==> config.mk <==
export PLATFORM = sky130hd
export DESIGN_NAME = axis_bypass_top
export DESIGN_NICKNAME = d
export VERILOG_FILES = /design/src/source/axis_pkg.sv /design/src/source/axis_if.sv /design/src/source/axis_pipe_stage.sv /design/src/source/axis_stage_chain.sv /design/src/source/axis_path_switch.sv /design/src/source/axis_bypass_top.sv
export SDC_FILE = /design/constraint.sdc
export NUM_CORES = 1
export LEC_CHECK = 0
export BUFFER_PORTS_ARGS = -buffer_cell sky130_fd_sc_hd__buf_2
export CORE_AREA = 2 2 141 143
export DETAILED_ROUTE_END_ITERATION = 10
export DIE_AREA = 0 0 143 145
export GPL_TIMING_DRIVEN = 0
export PLACE_DENSITY = 0.69
export SLEW_MARGIN = 20
export SYNTH_ARGS = -nofsm -noshare
export SYNTH_HDL_FRONTEND = slang
export SYNTH_SLANG_ARGS = --single-unit
==> constraint.sdc <==
create_clock -name aclk -period 20.6 [get_ports aclk]
set_input_delay 1.03 -clock aclk [delete_from_list [all_inputs] [get_ports aclk]]
set_output_delay 1.03 -clock aclk [all_outputs]
set_load 0.05 [all_outputs]
==> src/source/axis_pkg.sv <==
package axis_pkg;

    // ========================================================================
    // Stream field widths
    // ========================================================================

    // Bytes per beat on tdata
    localparam int AXIS_DATA_BYTES = 8;

    // Sideband widths
    localparam int AXIS_ID_W   = 4;
    localparam int AXIS_DEST_W = 4;
    localparam int AXIS_USER_W = 8;

    // ========================================================================
    // Stream field types
    // ========================================================================

    // Byte-addressable data word
    typedef logic [AXIS_DATA_BYTES-1:0][7:0] axis_data_t;

    // One keep bit per data byte
    typedef logic [AXIS_DATA_BYTES-1:0] axis_keep_t;

    typedef logic [AXIS_ID_W-1:0]   axis_id_t;
    typedef logic [AXIS_DEST_W-1:0] axis_dest_t;
    typedef logic [AXIS_USER_W-1:0] axis_user_t;

endpackage

==> src/source/axis_if.sv <==
`timescale 1ns/10ps

interface axis_if;
    import axis_pkg::*;

    // Handshake
    logic       tvalid;
    logic       tready;

    // Beat payload
    axis_data_t tdata;
    axis_keep_t tkeep;
    logic       tlast;
    axis_id_t   tid;
    axis_dest_t tdest;
    axis_user_t tuser;

    // Sender side, owns valid and payload
    modport tx (
        output tvalid,
        input  tready,
        output tdata,
        output tkeep,
        output tlast,
        output tid,
        output tdest,
        output tuser
    );

    // Receiver side, owns ready
    modport rx (
        input  tvalid,
        output tready,
        input  tdata,
        input  tkeep,
        input  tlast,
        input  tid,
        input  tdest,
        input  tuser
    );

endinterface

==> src/source/axis_pipe_stage.sv <==
`timescale 1ns/10ps

module axis_pipe_stage (
    input logic aclk,
    input logic aresetn,
    axis_if.rx  up,
    axis_if.tx  down
);
    import axis_pkg::*;

    logic       valid_q;
    axis_data_t data_q;
    axis_keep_t keep_q;
    logic       last_q;
    axis_id_t   id_q;
    axis_dest_t dest_q;
    axis_user_t user_q;

    logic       accept;
    logic       load;

    // Slot is free when empty or when the held beat leaves this cycle
    assign accept = !valid_q || down.tready;
    assign load   = up.tvalid && accept;

    assign up.tready = accept;

    // Valid flag
    always_ff @(posedge aclk or negedge aresetn) begin
        if (!aresetn) begin
            valid_q <= 1'b0;
        end else if (accept) begin
            valid_q <= up.tvalid;
        end
    end

    // Payload register, only written on a transfer in
    always_ff @(posedge aclk) begin
        if (load) begin
            data_q <= up.tdata;
            keep_q <= up.tkeep;
            last_q <= up.tlast;
            id_q   <= up.tid;
            dest_q <= up.tdest;
            user_q <= up.tuser;
        end
    end

    // Registered beat out
    assign down.tvalid = valid_q;
    assign down.tdata  = data_q;
    assign down.tkeep  = keep_q;
    assign down.tlast  = last_q;
    assign down.tid    = id_q;
    assign down.tdest  = dest_q;
    assign down.tuser  = user_q;

endmodule

==> src/source/axis_stage_chain.sv <==
`timescale 1ns/10ps

module axis_stage_chain #(
    parameter int PIPE_STAGES = 2
) (
    input logic aclk,
    input logic aresetn,
    axis_if.rx  up,
    axis_if.tx  down
);

    generate
        if (PIPE_STAGES > 0) begin : g_stages
            // link[0] is the chain entry, link[PIPE_STAGES] the exit
            axis_if link [PIPE_STAGES+1] ();

            assign link[0].tvalid = up.tvalid;
            assign link[0].tdata  = up.tdata;
            assign link[0].tkeep  = up.tkeep;
            assign link[0].tlast  = up.tlast;
            assign link[0].tid    = up.tid;
            assign link[0].tdest  = up.tdest;
            assign link[0].tuser  = up.tuser;
            assign up.tready      = link[0].tready;

            for (genvar i = 0; i < PIPE_STAGES; i++) begin : g_slice
                axis_pipe_stage i_stage (
                    .aclk    (aclk),
                    .aresetn (aresetn),
                    .up      (link[i]),
                    .down    (link[i+1])
                );
            end

            assign down.tvalid = link[PIPE_STAGES].tvalid;
            assign down.tdata  = link[PIPE_STAGES].tdata;
            assign down.tkeep  = link[PIPE_STAGES].tkeep;
            assign down.tlast  = link[PIPE_STAGES].tlast;
            assign down.tid    = link[PIPE_STAGES].tid;
            assign down.tdest  = link[PIPE_STAGES].tdest;
            assign down.tuser  = link[PIPE_STAGES].tuser;
            assign link[PIPE_STAGES].tready = down.tready;
        end else begin : g_direct
            // No slices, the bypass path is combinational
            assign down.tvalid = up.tvalid;
            assign down.tdata  = up.tdata;
            assign down.tkeep  = up.tkeep;
            assign down.tlast  = up.tlast;
            assign down.tid    = up.tid;
            assign down.tdest  = up.tdest;
            assign down.tuser  = up.tuser;
            assign up.tready   = down.tready;
        end
    endgenerate

endmodule

==> src/source/axis_path_switch.sv <==
`timescale 1ns/10ps

module axis_path_switch (
    input logic bypass,
    axis_if.rx  src,
    axis_if.tx  blk_out,
    axis_if.rx  blk_ret,
    axis_if.tx  chain_in,
    axis_if.rx  chain_out,
    axis_if.tx  res
);

    // ========================================================================
    // Input steering
    // ========================================================================

    // Only the selected path ever sees a valid beat
    assign blk_out.tvalid  = bypass ? 1'b0 : src.tvalid;
    assign chain_in.tvalid = bypass ? src.tvalid : 1'b0;

    // Payload fans out to both paths
    assign blk_out.tdata  = src.tdata;
    assign blk_out.tkeep  = src.tkeep;
    assign blk_out.tlast  = src.tlast;
    assign blk_out.tid    = src.tid;
    assign blk_out.tdest  = src.tdest;
    assign blk_out.tuser  = src.tuser;

    assign chain_in.tdata = src.tdata;
    assign chain_in.tkeep = src.tkeep;
    assign chain_in.tlast = src.tlast;
    assign chain_in.tid   = src.tid;
    assign chain_in.tdest = src.tdest;
    assign chain_in.tuser = src.tuser;

    // Source ready from whichever path is selected
    assign src.tready = bypass ? chain_in.tready : blk_out.tready;

    // ========================================================================
    // Output mux and tready demux
    // ========================================================================

    assign res.tvalid = bypass ? chain_out.tvalid : blk_ret.tvalid;
    assign res.tdata  = bypass ? chain_out.tdata  : blk_ret.tdata;
    assign res.tkeep  = bypass ? chain_out.tkeep  : blk_ret.tkeep;
    assign res.tlast  = bypass ? chain_out.tlast  : blk_ret.tlast;
    assign res.tid    = bypass ? chain_out.tid    : blk_ret.tid;
    assign res.tdest  = bypass ? chain_out.tdest  : blk_ret.tdest;
    assign res.tuser  = bypass ? chain_out.tuser  : blk_ret.tuser;

    // Unselected return path is held off
    assign blk_ret.tready   = bypass ? 1'b0 : res.tready;
    assign chain_out.tready = bypass ? res.tready : 1'b0;

endmodule

==> src/source/axis_bypass_top.sv <==
`timescale 1ns/10ps

module axis_bypass_top #(
    parameter int PIPE_STAGES = 2
) (
    input  logic                 aclk,
    input  logic                 aresetn,
    input  logic                 bypass,

    // Input stream
    input  logic                 in_tvalid,
    output logic                 in_tready,
    input  axis_pkg::axis_data_t in_tdata,
    input  axis_pkg::axis_keep_t in_tkeep,
    input  logic                 in_tlast,
    input  axis_pkg::axis_id_t   in_tid,
    input  axis_pkg::axis_dest_t in_tdest,
    input  axis_pkg::axis_user_t in_tuser,

    // Stream to the processing block
    output logic                 to_blk_tvalid,
    input  logic                 to_blk_tready,
    output axis_pkg::axis_data_t to_blk_tdata,
    output axis_pkg::axis_keep_t to_blk_tkeep,
    output logic                 to_blk_tlast,
    output axis_pkg::axis_id_t   to_blk_tid,
    output axis_pkg::axis_dest_t to_blk_tdest,
    output axis_pkg::axis_user_t to_blk_tuser,

    // Stream back from the processing block
    input  logic                 from_blk_tvalid,
    output logic                 from_blk_tready,
    input  axis_pkg::axis_data_t from_blk_tdata,
    input  axis_pkg::axis_keep_t from_blk_tkeep,
    input  logic                 from_blk_tlast,
    input  axis_pkg::axis_id_t   from_blk_tid,
    input  axis_pkg::axis_dest_t from_blk_tdest,
    input  axis_pkg::axis_user_t from_blk_tuser,

    // Output stream
    output logic                 out_tvalid,
    input  logic                 out_tready,
    output axis_pkg::axis_data_t out_tdata,
    output axis_pkg::axis_keep_t out_tkeep,
    output logic                 out_tlast,
    output axis_pkg::axis_id_t   out_tid,
    output axis_pkg::axis_dest_t out_tdest,
    output axis_pkg::axis_user_t out_tuser
);

    axis_if top_in_if ();
    axis_if chain_in_if ();
    axis_if chain_out_if ();
    axis_if blk_out_if ();
    axis_if blk_ret_if ();
    axis_if res_if ();

    // ========================================================================
    // Port flattening
    // ========================================================================

    assign top_in_if.tvalid = in_tvalid;
    assign top_in_if.tdata  = in_tdata;
    assign top_in_if.tkeep  = in_tkeep;
    assign top_in_if.tlast  = in_tlast;
    assign top_in_if.tid    = in_tid;
    assign top_in_if.tdest  = in_tdest;
    assign top_in_if.tuser  = in_tuser;
    assign in_tready        = top_in_if.tready;

    assign to_blk_tvalid     = blk_out_if.tvalid;
    assign to_blk_tdata      = blk_out_if.tdata;
    assign to_blk_tkeep      = blk_out_if.tkeep;
    assign to_blk_tlast      = blk_out_if.tlast;
    assign to_blk_tid        = blk_out_if.tid;
    assign to_blk_tdest      = blk_out_if.tdest;
    assign to_blk_tuser      = blk_out_if.tuser;
    assign blk_out_if.tready = to_blk_tready;

    assign blk_ret_if.tvalid = from_blk_tvalid;
    assign blk_ret_if.tdata  = from_blk_tdata;
    assign blk_ret_if.tkeep  = from_blk_tkeep;
    assign blk_ret_if.tlast  = from_blk_tlast;
    assign blk_ret_if.tid    = from_blk_tid;
    assign blk_ret_if.tdest  = from_blk_tdest;
    assign blk_ret_if.tuser  = from_blk_tuser;
    assign from_blk_tready   = blk_ret_if.tready;

    assign out_tvalid    = res_if.tvalid;
    assign out_tdata     = res_if.tdata;
    assign out_tkeep     = res_if.tkeep;
    assign out_tlast     = res_if.tlast;
    assign out_tid       = res_if.tid;
    assign out_tdest     = res_if.tdest;
    assign out_tuser     = res_if.tuser;
    assign res_if.tready = out_tready;

    // ========================================================================
    // Switch and bypass chain
    // ========================================================================

    axis_path_switch i_switch (
        .bypass    (bypass),
        .src       (top_in_if),
        .blk_out   (blk_out_if),
        .blk_ret   (blk_ret_if),
        .chain_in  (chain_in_if),
        .chain_out (chain_out_if),
        .res       (res_if)
    );

    axis_stage_chain #(
        .PIPE_STAGES (PIPE_STAGES)
    ) i_chain (
        .aclk    (aclk),
        .aresetn (aresetn),
        .up      (chain_in_if),
        .down    (chain_out_if)
    );

endmodule

Yosys cells after proc, flatten, opt, wreduce, memory -nomap -nowiden --
Index checks and enable logic that the tools add are counted.
Storage, ports and cells: flip-flop bits (word level) 180, output and inout port bits 182, logic and storage cells 46
Cells by class: muxes and demuxes 12, reduce and logical (&&, ||, !) cells 6
Operators with widths (count):
- $mux W64 | 1
- $mux W8 | 2
- $mux W4 | 2
- $mux W1 | 7
- $logic_and A1 B1 Y1 | 2
- $logic_not A1 Y1 | 2
- $logic_or A1 B1 Y1 | 2

Logic depth before layout (Yosys ltp) --
Gate-level depths: netlist of the first run.
word-level depth 4, gate-level depth with buffers 5, depth with buffers taken out 2

Cells and area by module --
Synthesis of the first run repeated with hierarchy kept, for this count alone.
Unflattened totals: cell total of the unflattened synthesis 470, area, all modules 8110.3 um^2
By module, submodules not included:
- axis_pipe_stage | instances 2, cells an instance 93, area an instance 2726.4 um^2, seq. area each 2697.6 um^2
- axis_path_switch | instances 1, cells an instance 284, area an instance 2657.5 um^2, seq. area each 0.0 um^2

Least setup slack after synthesis of the first run --
Ideal clock, no wire load.
path kind input to register, start in bypass, end reg i_chain.g_stages.g_slice[1].i_stage.data_q, in the netlist i_chain.g_stages.g_slice[1].i_stage.down.tdata[0] (enable), arrival 7802 ps, slack 12125 ps, cell stages on the path 4, buffers on the path 2, cell sequence buf_6 -> buf_6 -> nand2_1 -> a21boi_0
Between the ends: cells in the longest elaborated chain, start to end 3
RTL lines:
- from (decl) | RTL line axis_bypass_top.sv:8 | input logic bypass,
- $mux W1 | RTL line axis_path_switch.sv:53 | assign chain_out.tready = bypass ? res.tready : 1'b0;
- $logic_or A1 B1 Y1 | RTL line axis_pipe_stage.sv:23 | assign accept = !valid_q || down.tready;
- $logic_and A1 B1 Y1 | RTL line axis_pipe_stage.sv:24 | assign load = up.tvalid && accept;
- via i_chain.g_stages.g_slice[1].i_stage.load | RTL line axis_pipe_stage.sv:20 | logic load;
- to (signal assigned) | RTL line axis_pipe_stage.sv:40 | data_q <= up.tdata;
- to (decl) | RTL line axis_pipe_stage.sv:12 | axis_data_t data_q;
The timed path passes the listed nets, and every way through them passes these cells. A chain may end at the register's enable or synchronous reset.

Final worst setup path of the first run --
start in bypass, end out out_tlast
Between the ends: cells in the longest elaborated chain, start to end 1
RTL lines:
- $mux W1 | RTL line axis_path_switch.sv:46 | assign res.tlast = bypass ? chain_out.tlast : blk_ret.tlast;
- to (decl) | RTL line axis_bypass_top.sv:45 | output logic out_tlast,
Every way passes these cells.

==> results of run 1 <==
state kept, by name, indices dropped and copies added, names as in the netlist:
| register | count |
|---|---|
| i_chain.g_stages.g_slice.i_stage.down.tvalid | 2 |
| i_chain.g_stages.g_slice.i_stage.down.tdest | 8 |
| i_chain.g_stages.g_slice.i_stage.down.tdata | 128 |
| i_chain.g_stages.g_slice.i_stage.down.tlast | 2 |
| i_chain.g_stages.g_slice.i_stage.down.tuser | 16 |
| i_chain.g_stages.g_slice.i_stage.down.tkeep | 16 |
| i_chain.g_stages.g_slice.i_stage.down.tid | 8 |
worst paths after layout:
kind | end | cells past startpoint
max | out_tlast | 4
min | i_chain.g_stages.g_slice[0].i_stage.down.tvalid | 1
max reg2reg | i_chain.g_stages.g_slice[0].i_stage.down.tdata[63] | 4
min reg2reg | i_chain.g_stages.g_slice[1].i_stage.down.tdata[17] | 0
max in group asynchronous | i_chain.g_stages.g_slice[1].i_stage.down.tvalid | 1
min in group aclk | i_chain.g_stages.g_slice[1].i_stage.down.tdata[17] | 0
synth_stat cells (all sizes together):
| master | count |
|---|---|
| a21boi | 1 |
| a21o | 1 |
| a21oi | 1 |
| a32o | 1 |
| and3b | 1 |
| buf | 100 |
| dfrtp | 2 |
| edfxtp | 178 |
| mux2 | 90 |
| nand2 | 2 |
| nor2 | 2 |
| nor2b | 2 |
worst register-to-register path, stage by stage, from the launching register on:
cell	delay, ps
dfrtp_1	440
and3b_1	230
nor2_4	530
buf_16	250
buf_12	210
through the flow:
step | power (mW) | setup WS [ps]
after detailed placement | 0.647 | 17450
after global routing | 0.977 | 17420
after floorplan | 0.592 | 12120
after global placement | 0.646 | 8850
final | 0.943 | 17480
after CTS | 0.954 | 17440
cells by family (layout without fill, tap and decap cells):
logic type | count (synthesis) | after routing | synth area share
AND/OR/NAND/NOR | 7 | 7 | 0.00496
multiplexers | 90 | 90 | 0.151
other | 0 | 1 | 0
AO/OA/AOI/OAI | 4 | 4 | 0.00410
flip-flops | 180 | 180 | 0.737
buffers and inverters | 100 | 504 | 0.103
per-layer routing:
layer | routed length [um] | vias to the layer above | global-route usage
met1 | 6130 | 2051 | 0.172
met5 | 0 | - | 0
met4 | 373 | 0 | 0.0673
li1 | - | 2126 | -
met2 | 8160 | 214 | 0.254
met3 | 1020 | 23 | 0.0370
area by class of cell:
type / count / area, um2
clock inverter: 15 / 139
sequential: 180 / 5400
timing repair buffer: 372 / 2000
buffer: 100 / 754
multi-input combinational: 101 / 1190
fill: 1601 / 8970
antenna: 1 / 2.50
clock buffer: 17 / 425
tap: 265 / 332
power breakdown:
group	switching, mW	total [mW]	internal [mW]
clock	0.146	0.306	0.160
sequential	0.00670	0.439	0.432
combinational	0.133	0.198	0.0651
==> flow_summary.yaml, run 1 <==
sta:
  final.period_utilization: 0.151
  max-slew-margin-rel: 0.544
  hold_viol: 0
  fmax_mhz: 321
  rsz0062_at_grt: "false"
  fin_setup_tns_ps: 0
  slew_violations: 0
  whs_ps: 385
  tightest_slew_ps: 683
  fin_skew_ps: 11.2
  finalSetupViolCount: 0
  finalCriticalPeriod_ps: 3120
setup_path:
  critPathMaxFanout: 10
  rrSetupSlack_ps: 18620
  critical-path-max-stage-delay_ps: 370
  crit_family: "buffers and inverters"
  startpoint: "bypass"
  start_kind: "input port"
  worstSetupPathType: "in2out"
  crit_buf_inv: 3
  end_kind: "output port"
  r2r_start: "i_chain.g_stages.g_slice[1].i_stage.down.tvalid"
  critPathSlowestCell: "mux2_2"
  crit_chain: "buf_6 > buf_2 > mux2_2 > buf_2"
  cp_data_arrival_time_ps: 2090
  crit_top_cell: "buf_2"
  required_ps: 19570
power:
  p_leak_nw: 4.44
  powerDensity_nw_per_um2: 92.0
  ir_drop_mv: 0.0534
routing:
  viasPerCell: 4.20
  via_count: 4414
  wl_um: 15700
  drc: 0
  wl_per_cell_um: 14.9
  dr.pass1.iters: 4
  ant_nets: 0
  drt_iter0_markers: 147
logic_synthesis:
  synth_cells: 381
  netlist_area_um2: 7320
  yosys.area.top_type: "edfxtp_1"
  ys_warn_count: 0
  ys_seq_area_frac: 0.737
  yosys-top-cells-area: "edfxtp_1, mux2_2, buf_4, mux2_4, buf_6"
  synth_top_area_frac: 0.730
  synth_nets: 566
  ys_ff_latch: 180
  avgSynthCellArea_um2: 19.2
  synth_cell_type_count: 15
layout:
  stdcell_count: 1051
  layout-drive-gt1-share: 0.759
  syn2layout_area_growth_pct: 39.9
  post-route-util: 0.533
  nets: 957
  mostFrequentLayoutCells: "buf_2, edfxtp_1, buf_4, mux2_2, mux2_4"
  mostFrequentLayoutCell: "buf_2"
  final_area_um2: 10200
clock_network:
  holdBufCountCts: 0
  h-tree-depth: 4
  clkTransAtPathRegs_ps: 70
  cts_setup_buffers: 0
  cts_resized: 0
  cts_num_sinks: 180
  cts_tree: "built"
  cts_buffers: 17
  ctsLongestPathBuffers: 2
  clk_root_buffer_cell: "clkbuf_16"
  clk-insertion-delay-late_ps: 430
die:
  die_area_um2: 20700
  die_x_um: 143
  ios: 367
  die_h_um: 145
  initial_utilization: 0.381
  coreArea_um2: 19200
  row_count: 51
run_status:
  outcome: "completed"
placed_design:
  portBuffers: 365
  gp_congestion: 0.774
  place_area_um2: 9670
  dp_hpwl_um: 12000
  dp.cells: 1018
global_routing:
  grt_pass1_vias: 4331
  overflow: 0
  grt_max_degree: 27
  grt_pass1_wl_um: 22700
  antenna_found_initial: 0
  track_usage: 0.148
run:
  drv_cap: 0
hold_path:
  hp-class: "in2async"
Power figures use the tool's default switching activity.
==> run 2, diff against run 1 <==
- ABC_AREA: unset -> 1
- clock period: 20.6 -> 3.2 ns (I/O delays scaled with it)
==> run 2 against run 1 <==
Utilization is 4.3 points higher; setup slack got worse by 16000 ps; cell count increased by 27%; critical path depth stayed put; die area unchanged; design area is 8.1% higher.
==> flow_summary.yaml, run 2 <==
global_routing:
  antenna_found_initial: 0
  grt_pass1_wl_um: 28900
  grt_pass1_vias: 5776
  grt_max_degree: 46
  track_usage: 0.183
  overflow: 0
layout:
  regArea_um2: 5400
  nets: 1244
  syn2layout_area_growth_pct: 51.6
  final_area_um2: 11100
  fillCellCount: 1516
  layout-drive-gt1-share: 0.479
  mostFrequentLayoutCell: "buf_2"
  multi_input_area_um2: 1080
  largest_reg_flops: 128
  mostFrequentLayoutCells: "buf_2, nand2_1, edfxtp_1, dlygate4sd3_1, buf_4"
  diodes: 0
  post-route-util: 0.576
routing:
  drc: 0
  viasPerCell: 4.23
  via_count: 5654
  dr.pass1.iters: 4
  wl_um: 19200
  drt_iter0_markers: 236
  wl_per_cell_um: 14.4
  ant_nets: 0
clock_network:
  clk-insertion-delay-late_ps: 420
  cts_tree: "built"
  cts_buffers: 17
  h-tree-depth: 4
  cts_num_sinks: 180
  cts_setup_buffers: 0
  ctsLongestPathBuffers: 2
  clk_root_buffer_cell: "clkbuf_16"
  clkTransAtPathRegs_ps: 60
die:
  coreArea_um2: 19200
  die_area_um2: 20700
  initial_utilization: 0.380
  ios: 367
  row_count: 51
  die_x_um: 143
  die_h_um: 145
setup_path:
  end_kind: "flip-flop"
  start_kind: "flip-flop"
  worstSetupPathType: "reg2reg"
  critPathSlowestCell: "dfrtp_1"
  critPathMaxFanout: 45
  crit_chain: "nand3_1 > nand2_1 > inv_4 > buf_16"
  cp_data_arrival_time_ps: 1870
  critical-path-max-stage-delay_ps: 440
  required_ps: 3300
logic_synthesis:
  ys_seq_area_frac: 0.739
  synthFlopType: "edfxtp_1"
  netlist_area_um2: 7300
  async_flop_share: 0.0111
  synth_cell_type_count: 14
  yosys.area.top_type: "edfxtp_1"
  ys_warn_count: 0
  yosys-top-cells-area: "edfxtp_1, nand2_1, buf_4, buf_6, buf_2"
  synth_commonest_cells: "nand2_1, edfxtp_1, buf_4"
  synth.most_common_cell: "nand2_1"
  synth_cells: 579
  avgSynthCellArea_um2: 12.6
  synth_nets: 764
  ys_ff_latch: 180
  synth_top_area_frac: 0.732
  synth_edf_count: 178
sta:
  max-slew-margin-rel: 0.581
  finalCriticalPeriod_ps: 1770
  fin_skew_ps: 8.17
  final.period_utilization: 0.552
  rsz0062_at_grt: "false"
  fmax_mhz: 566
  slew_violations: 0
  tightest_slew_ps: 627
  whs_ps: 72.6
  hold_viol: 0
  finalSetupViolCount: 0
power:
  finalPower_mw: 6.11
  powerDensity_nw_per_um2: 552
  ir_drop_mv: 0.364
  p_leak_nw: 5.22
run:
  drv_cap: 0
run_status:
  outcome: "completed"
placed_design:
  place_area_um2: 9610
  portBuffers: 365
  gp_congestion: 0.801
  dp_hpwl_um: 13200
hold_path:
  hp-class: "in2async"
==> run 2: cell types whose count changed after synthesis, sizes merged, moves of 2 or more <==
cell / delta
nand2: +275
buf: +9
nor2b: -2
mux2: -90
inv: +7
==> run 2: cell type report <==
| class | instances | area share |
|---|---|---|
| clock inverters | 15 | 0.0112 |
| multi-input cells | 283 | 0.0979 |
| inverters | 7 | 0.00260 |
| well taps | 265 | 0.0299 |
| plain buffers | 109 | 0.0730 |
| flip-flops and latches | 180 | 0.487 |
| clock buffers | 17 | 0.0384 |
| repair buffers | 461 | 0.260 |
==> run 2: cells by family (layout without fill, tap and decap cells) <==
logic type | Yosys count | in the layout | synth area share
simple gates | 282 | 282 | 0.146
buf+inv | 116 | 609 | 0.114
flops | 180 | 180 | 0.739
compound gates | 1 | 1 | 0.000685
==> run 2: per-stage QoR <==
step | setup slack, ps | TNS, ps | cells
CTS | 1380 | 0 | 1337
global route | 1290 | 0 | 1337
floorplan | 401 | 0 | 579
global placement | -587 | -57510 | 1209
finish | 1430 | 0 | 1337
detailed placement | 1200 | 0 | 1214
==> run 2: path summary, 6_finish.rpt <==
kind / from / endpoint / slack [ps] / cells past startpoint
worst max-delay path: i_chain.g_stages.g_slice[1].i_stage.down.tvalid / i_chain.g_stages.g_slice[0].i_stage.down.tuser[5] / 1430 / 4
worst min-delay path: aresetn / i_chain.g_stages.g_slice[0].i_stage.down.tvalid / 70 / 2
worst max register to register: i_chain.g_stages.g_slice[1].i_stage.down.tvalid / i_chain.g_stages.g_slice[0].i_stage.down.tuser[5] / 1430 / 4
worst min register to register: i_chain.g_stages.g_slice[0].i_stage.down.tdata[63] / i_chain.g_stages.g_slice[1].i_stage.down.tdata[63] / 410 / 0
max in group asynchronous: aresetn / i_chain.g_stages.g_slice[1].i_stage.down.tvalid / 3020 / 2
min in group aclk: out_tready / i_chain.g_stages.g_slice[1].i_stage.down.tvalid / 80 / 4
==> run 2: metal layers <==
| layer | global-route usage | up-vias | part of all wire |
|---|---|---|---|
| met1 | 0.215 | 2611 | 0.41 |
| met2 | 0.330 | 225 | 0.52 |
| met5 | 0 | - | 0 |
| li1 | - | 2787 | - |
| met3 | 0.0340 | 31 | 0.051 |
| met4 | 0.0678 | 0 | 0.021 |
==> run 2: critical path: cells and delay by family, from the launching register on <==
kind	cells	cell delay [ps]
flops	1	440
buf+inv	2	750
simple gates	2	220
==> run 2: repair_timing <==
action                    CTS  global route
gates resized for setup     0             0
hold buffers               91             0
hold endpoints to repair   92             0
==> run 2: power by group <==
group	switching [mW]	total (mW)	internal, mW
Clock	0.912	1.93	1.01
Combinational	0.926	1.35	0.426
Sequential	0.0409	2.83	2.79
Total	1.88	6.11	4.23
==> run 3, diff against run 2 <==
- ABC_AREA: 1 -> 0
- clock period: 3.2 -> 1.7 ns (I/O delays scaled with it)
==> run 3 against run 2 <==
First-iteration DRC count decreased by 48%; combinational power grew 95%; largest power group unchanged; sequential share of layout area is 0.80 points lower; count of clock-buffer cells in the layout stayed put.
==> flow_summary.yaml, run 3 (synthesized netlist as in run 1, its figures left out) <==
routing:
  via_count: 4844
  wl_per_cell_um: 15.7
  wl_um: 18000
  drt_iter0_markers: 122
  viasPerCell: 4.22
  drc: 0
  dr.pass1.iters: 4
  ant_nets: 0
clock_network:
  h-tree-depth: 4
  clk_root_buffer_cell: "clkbuf_16"
  cts_num_sinks: 180
  cts_buffers: 17
  cts_tree: "built"
  clk-insertion-delay-late_ps: 420
  ctsLongestPathBuffers: 2
  clkTransAtPathRegs_ps: 70
layout:
  regArea_um2: 5400
  multi_input_area_um2: 1200
  syn2layout_area_growth_pct: 53.8
  fillCellCount: 1488
  largest_reg_flops: 128
  layout-drive-gt1-share: 0.682
  mostFrequentLayoutCells: "buf_2, edfxtp_1, buf_4, dlygate4sd3_1, mux2_2"
  nets: 1057
  diodes: 0
  mostFrequentLayoutCell: "buf_2"
  stdcell_count: 1149
sta:
  fmax_mhz: 633
  slew_violations: 0
  hold_viol: 0
  fin_skew_ps: 8.61
  tightest_slew_ps: 322
  rsz0062_at_grt: "false"
  layout_setup_ws_ps: 121
  final.period_utilization: 0.929
  finalCriticalPeriod_ps: 1580
  max-slew-margin-rel: 0.785
  whs_ps: 169
  finalSetupViolCount: 0
global_routing:
  grt_max_degree: 28
  track_usage: 0.172
  grt_pass1_wl_um: 26500
  grt_pass1_vias: 5057
  antenna_found_initial: 0
  overflow: 0
setup_path:
  rrSetupSlack_ps: 130
  r2r_start: "i_chain.g_stages.g_slice[1].i_stage.down.tvalid"
  critical-path-max-stage-delay_ps: 440
  required_ps: 1620
  start_kind: "flip-flop"
  worstSetupPathType: "reg2out"
  end_kind: "output port"
  critPathMaxFanout: 5
  cp_data_arrival_time_ps: 1490
  worst-r2r-cell-count: 4
  crit_buf_inv: 1
  crit_chain: "and3b_1 > a21oi_1 > buf_2"
  reg2reg_to: "i_chain.g_stages.g_slice[0].i_stage.down.tuser[7]"
  critPathSlowestCell: "dfrtp_1"
  crit_family: "flip-flops"
  startpoint: "i_chain.g_stages.g_slice[1].i_stage.down.tvalid"
die:
  die_h_um: 145
  row_count: 51
  die_x_um: 143
  initial_utilization: 0.381
  ios: 367
  coreArea_um2: 19200
  die_area_um2: 20700
hold_path:
  hp-start: "bypass"
  hold_end: "i_chain.g_stages.g_slice[1].i_stage.down.tvalid"
  min_path_cells: 4
  hp-class: "in2reg"
placed_design:
  dp.cells: 1018
  portBuffers: 365
  gp_congestion: 0.776
  dp_hpwl_um: 12300
  pre_cts_ws_ps: -440
power:
  ir_drop_mv: 0.640
  powerDensity_nw_per_um2: 1040
  p_leak_nw: 4.88
run:
  drv_cap: 0
run_status:
  outcome: "completed"
## run 3: cell count changes in the layout (fill, tap and decap cells not counted), sizes merged, moves of 2 or more
cell,previous run,this run
nand2,277,2
mux2,0,90
inv,13,8
buf,479,477
clkinv,6,4
dlygate4sd3,91,93
nor2b,0,2
## run 3: routing by layer
layer	wire [um]	GRT usage
met1	6930	0.188
met2	9680	0.314
met3	990	0.0426
met4	381	0.0693
met5	0	0
## run 3: how the worst max path moves through the flow
| stage | endpoint | slack (ps) | depth (start not counted) |
|---|---|---|---|
| final | in_tready | 120 | 3 |
| after global routing | i_chain.g_stages.g_slice[0].i_stage.down.tdest[0] | 30 | 4 |
| after CTS | i_chain.g_stages.g_slice[0].i_stage.down.tuser[7] | 20 | 4 |
| after detailed placement | i_chain.g_stages.g_slice[0].i_stage.down.tdest[0] | -440 | 8 |
| after global placement | i_chain.g_stages.g_slice[1].i_stage.down.tdata[29] | -1510 | 4 |
| after floorplan | i_chain.g_stages.g_slice[0].i_stage.down.tdata[0] | -660 | 2 |
## run 3: repair_timing
action / 4_1_cts / 5_1_grt
setup buffers: 5 / 1
gates cloned: 1 / 1
hold endpoints to repair: 93 / 0
pin swaps: 2 / 1
resized for setup: 0 / 0
hold buffers: 93 / 0
setup endpoints to repair: 94 / 27
## run 3: metrics by stage
step | total power [mW] | TNS [ps] | cell area, um2 | util
after floorplan | 7.13 | -117480 | 7350 | -
after global placement | 7.75 | -253310 | 9510 | 0.495
after detailed placement | 7.85 | -19820 | 9680 | 0.504
after CTS | 11.8 | 0 | 11200 | 0.584
after global routing | 12.1 | 0 | 11300 | 0.586
final | 11.7 | 0 | 11300 | 0.586
## run 3: final cells by class
class,count,share of cell area
Tap cell,265,0.0295
Clock inverter,14,0.0123
Sequential cell,180,0.479
Buffer,100,0.0674
Clock buffer,17,0.0378
Multi-Input combinational cell,101,0.106
Timing Repair Buffer,472,0.267
## run 3: tightest hold or removal path: stages
cell     delay, ps
buf_6          130
buf_8          150
nand2_4         80
a21o_1         110
## run 3: power breakdown
part / internal (mW) / switching, mW / leakage (nW)
Combinational: 0.961 / 1.67 / 2.93
Sequential: 5.23 / 0.0822 / 1.68
Clock: 1.94 / 1.76 / 0.272
Total: 8.13 / 3.52 / 4.88
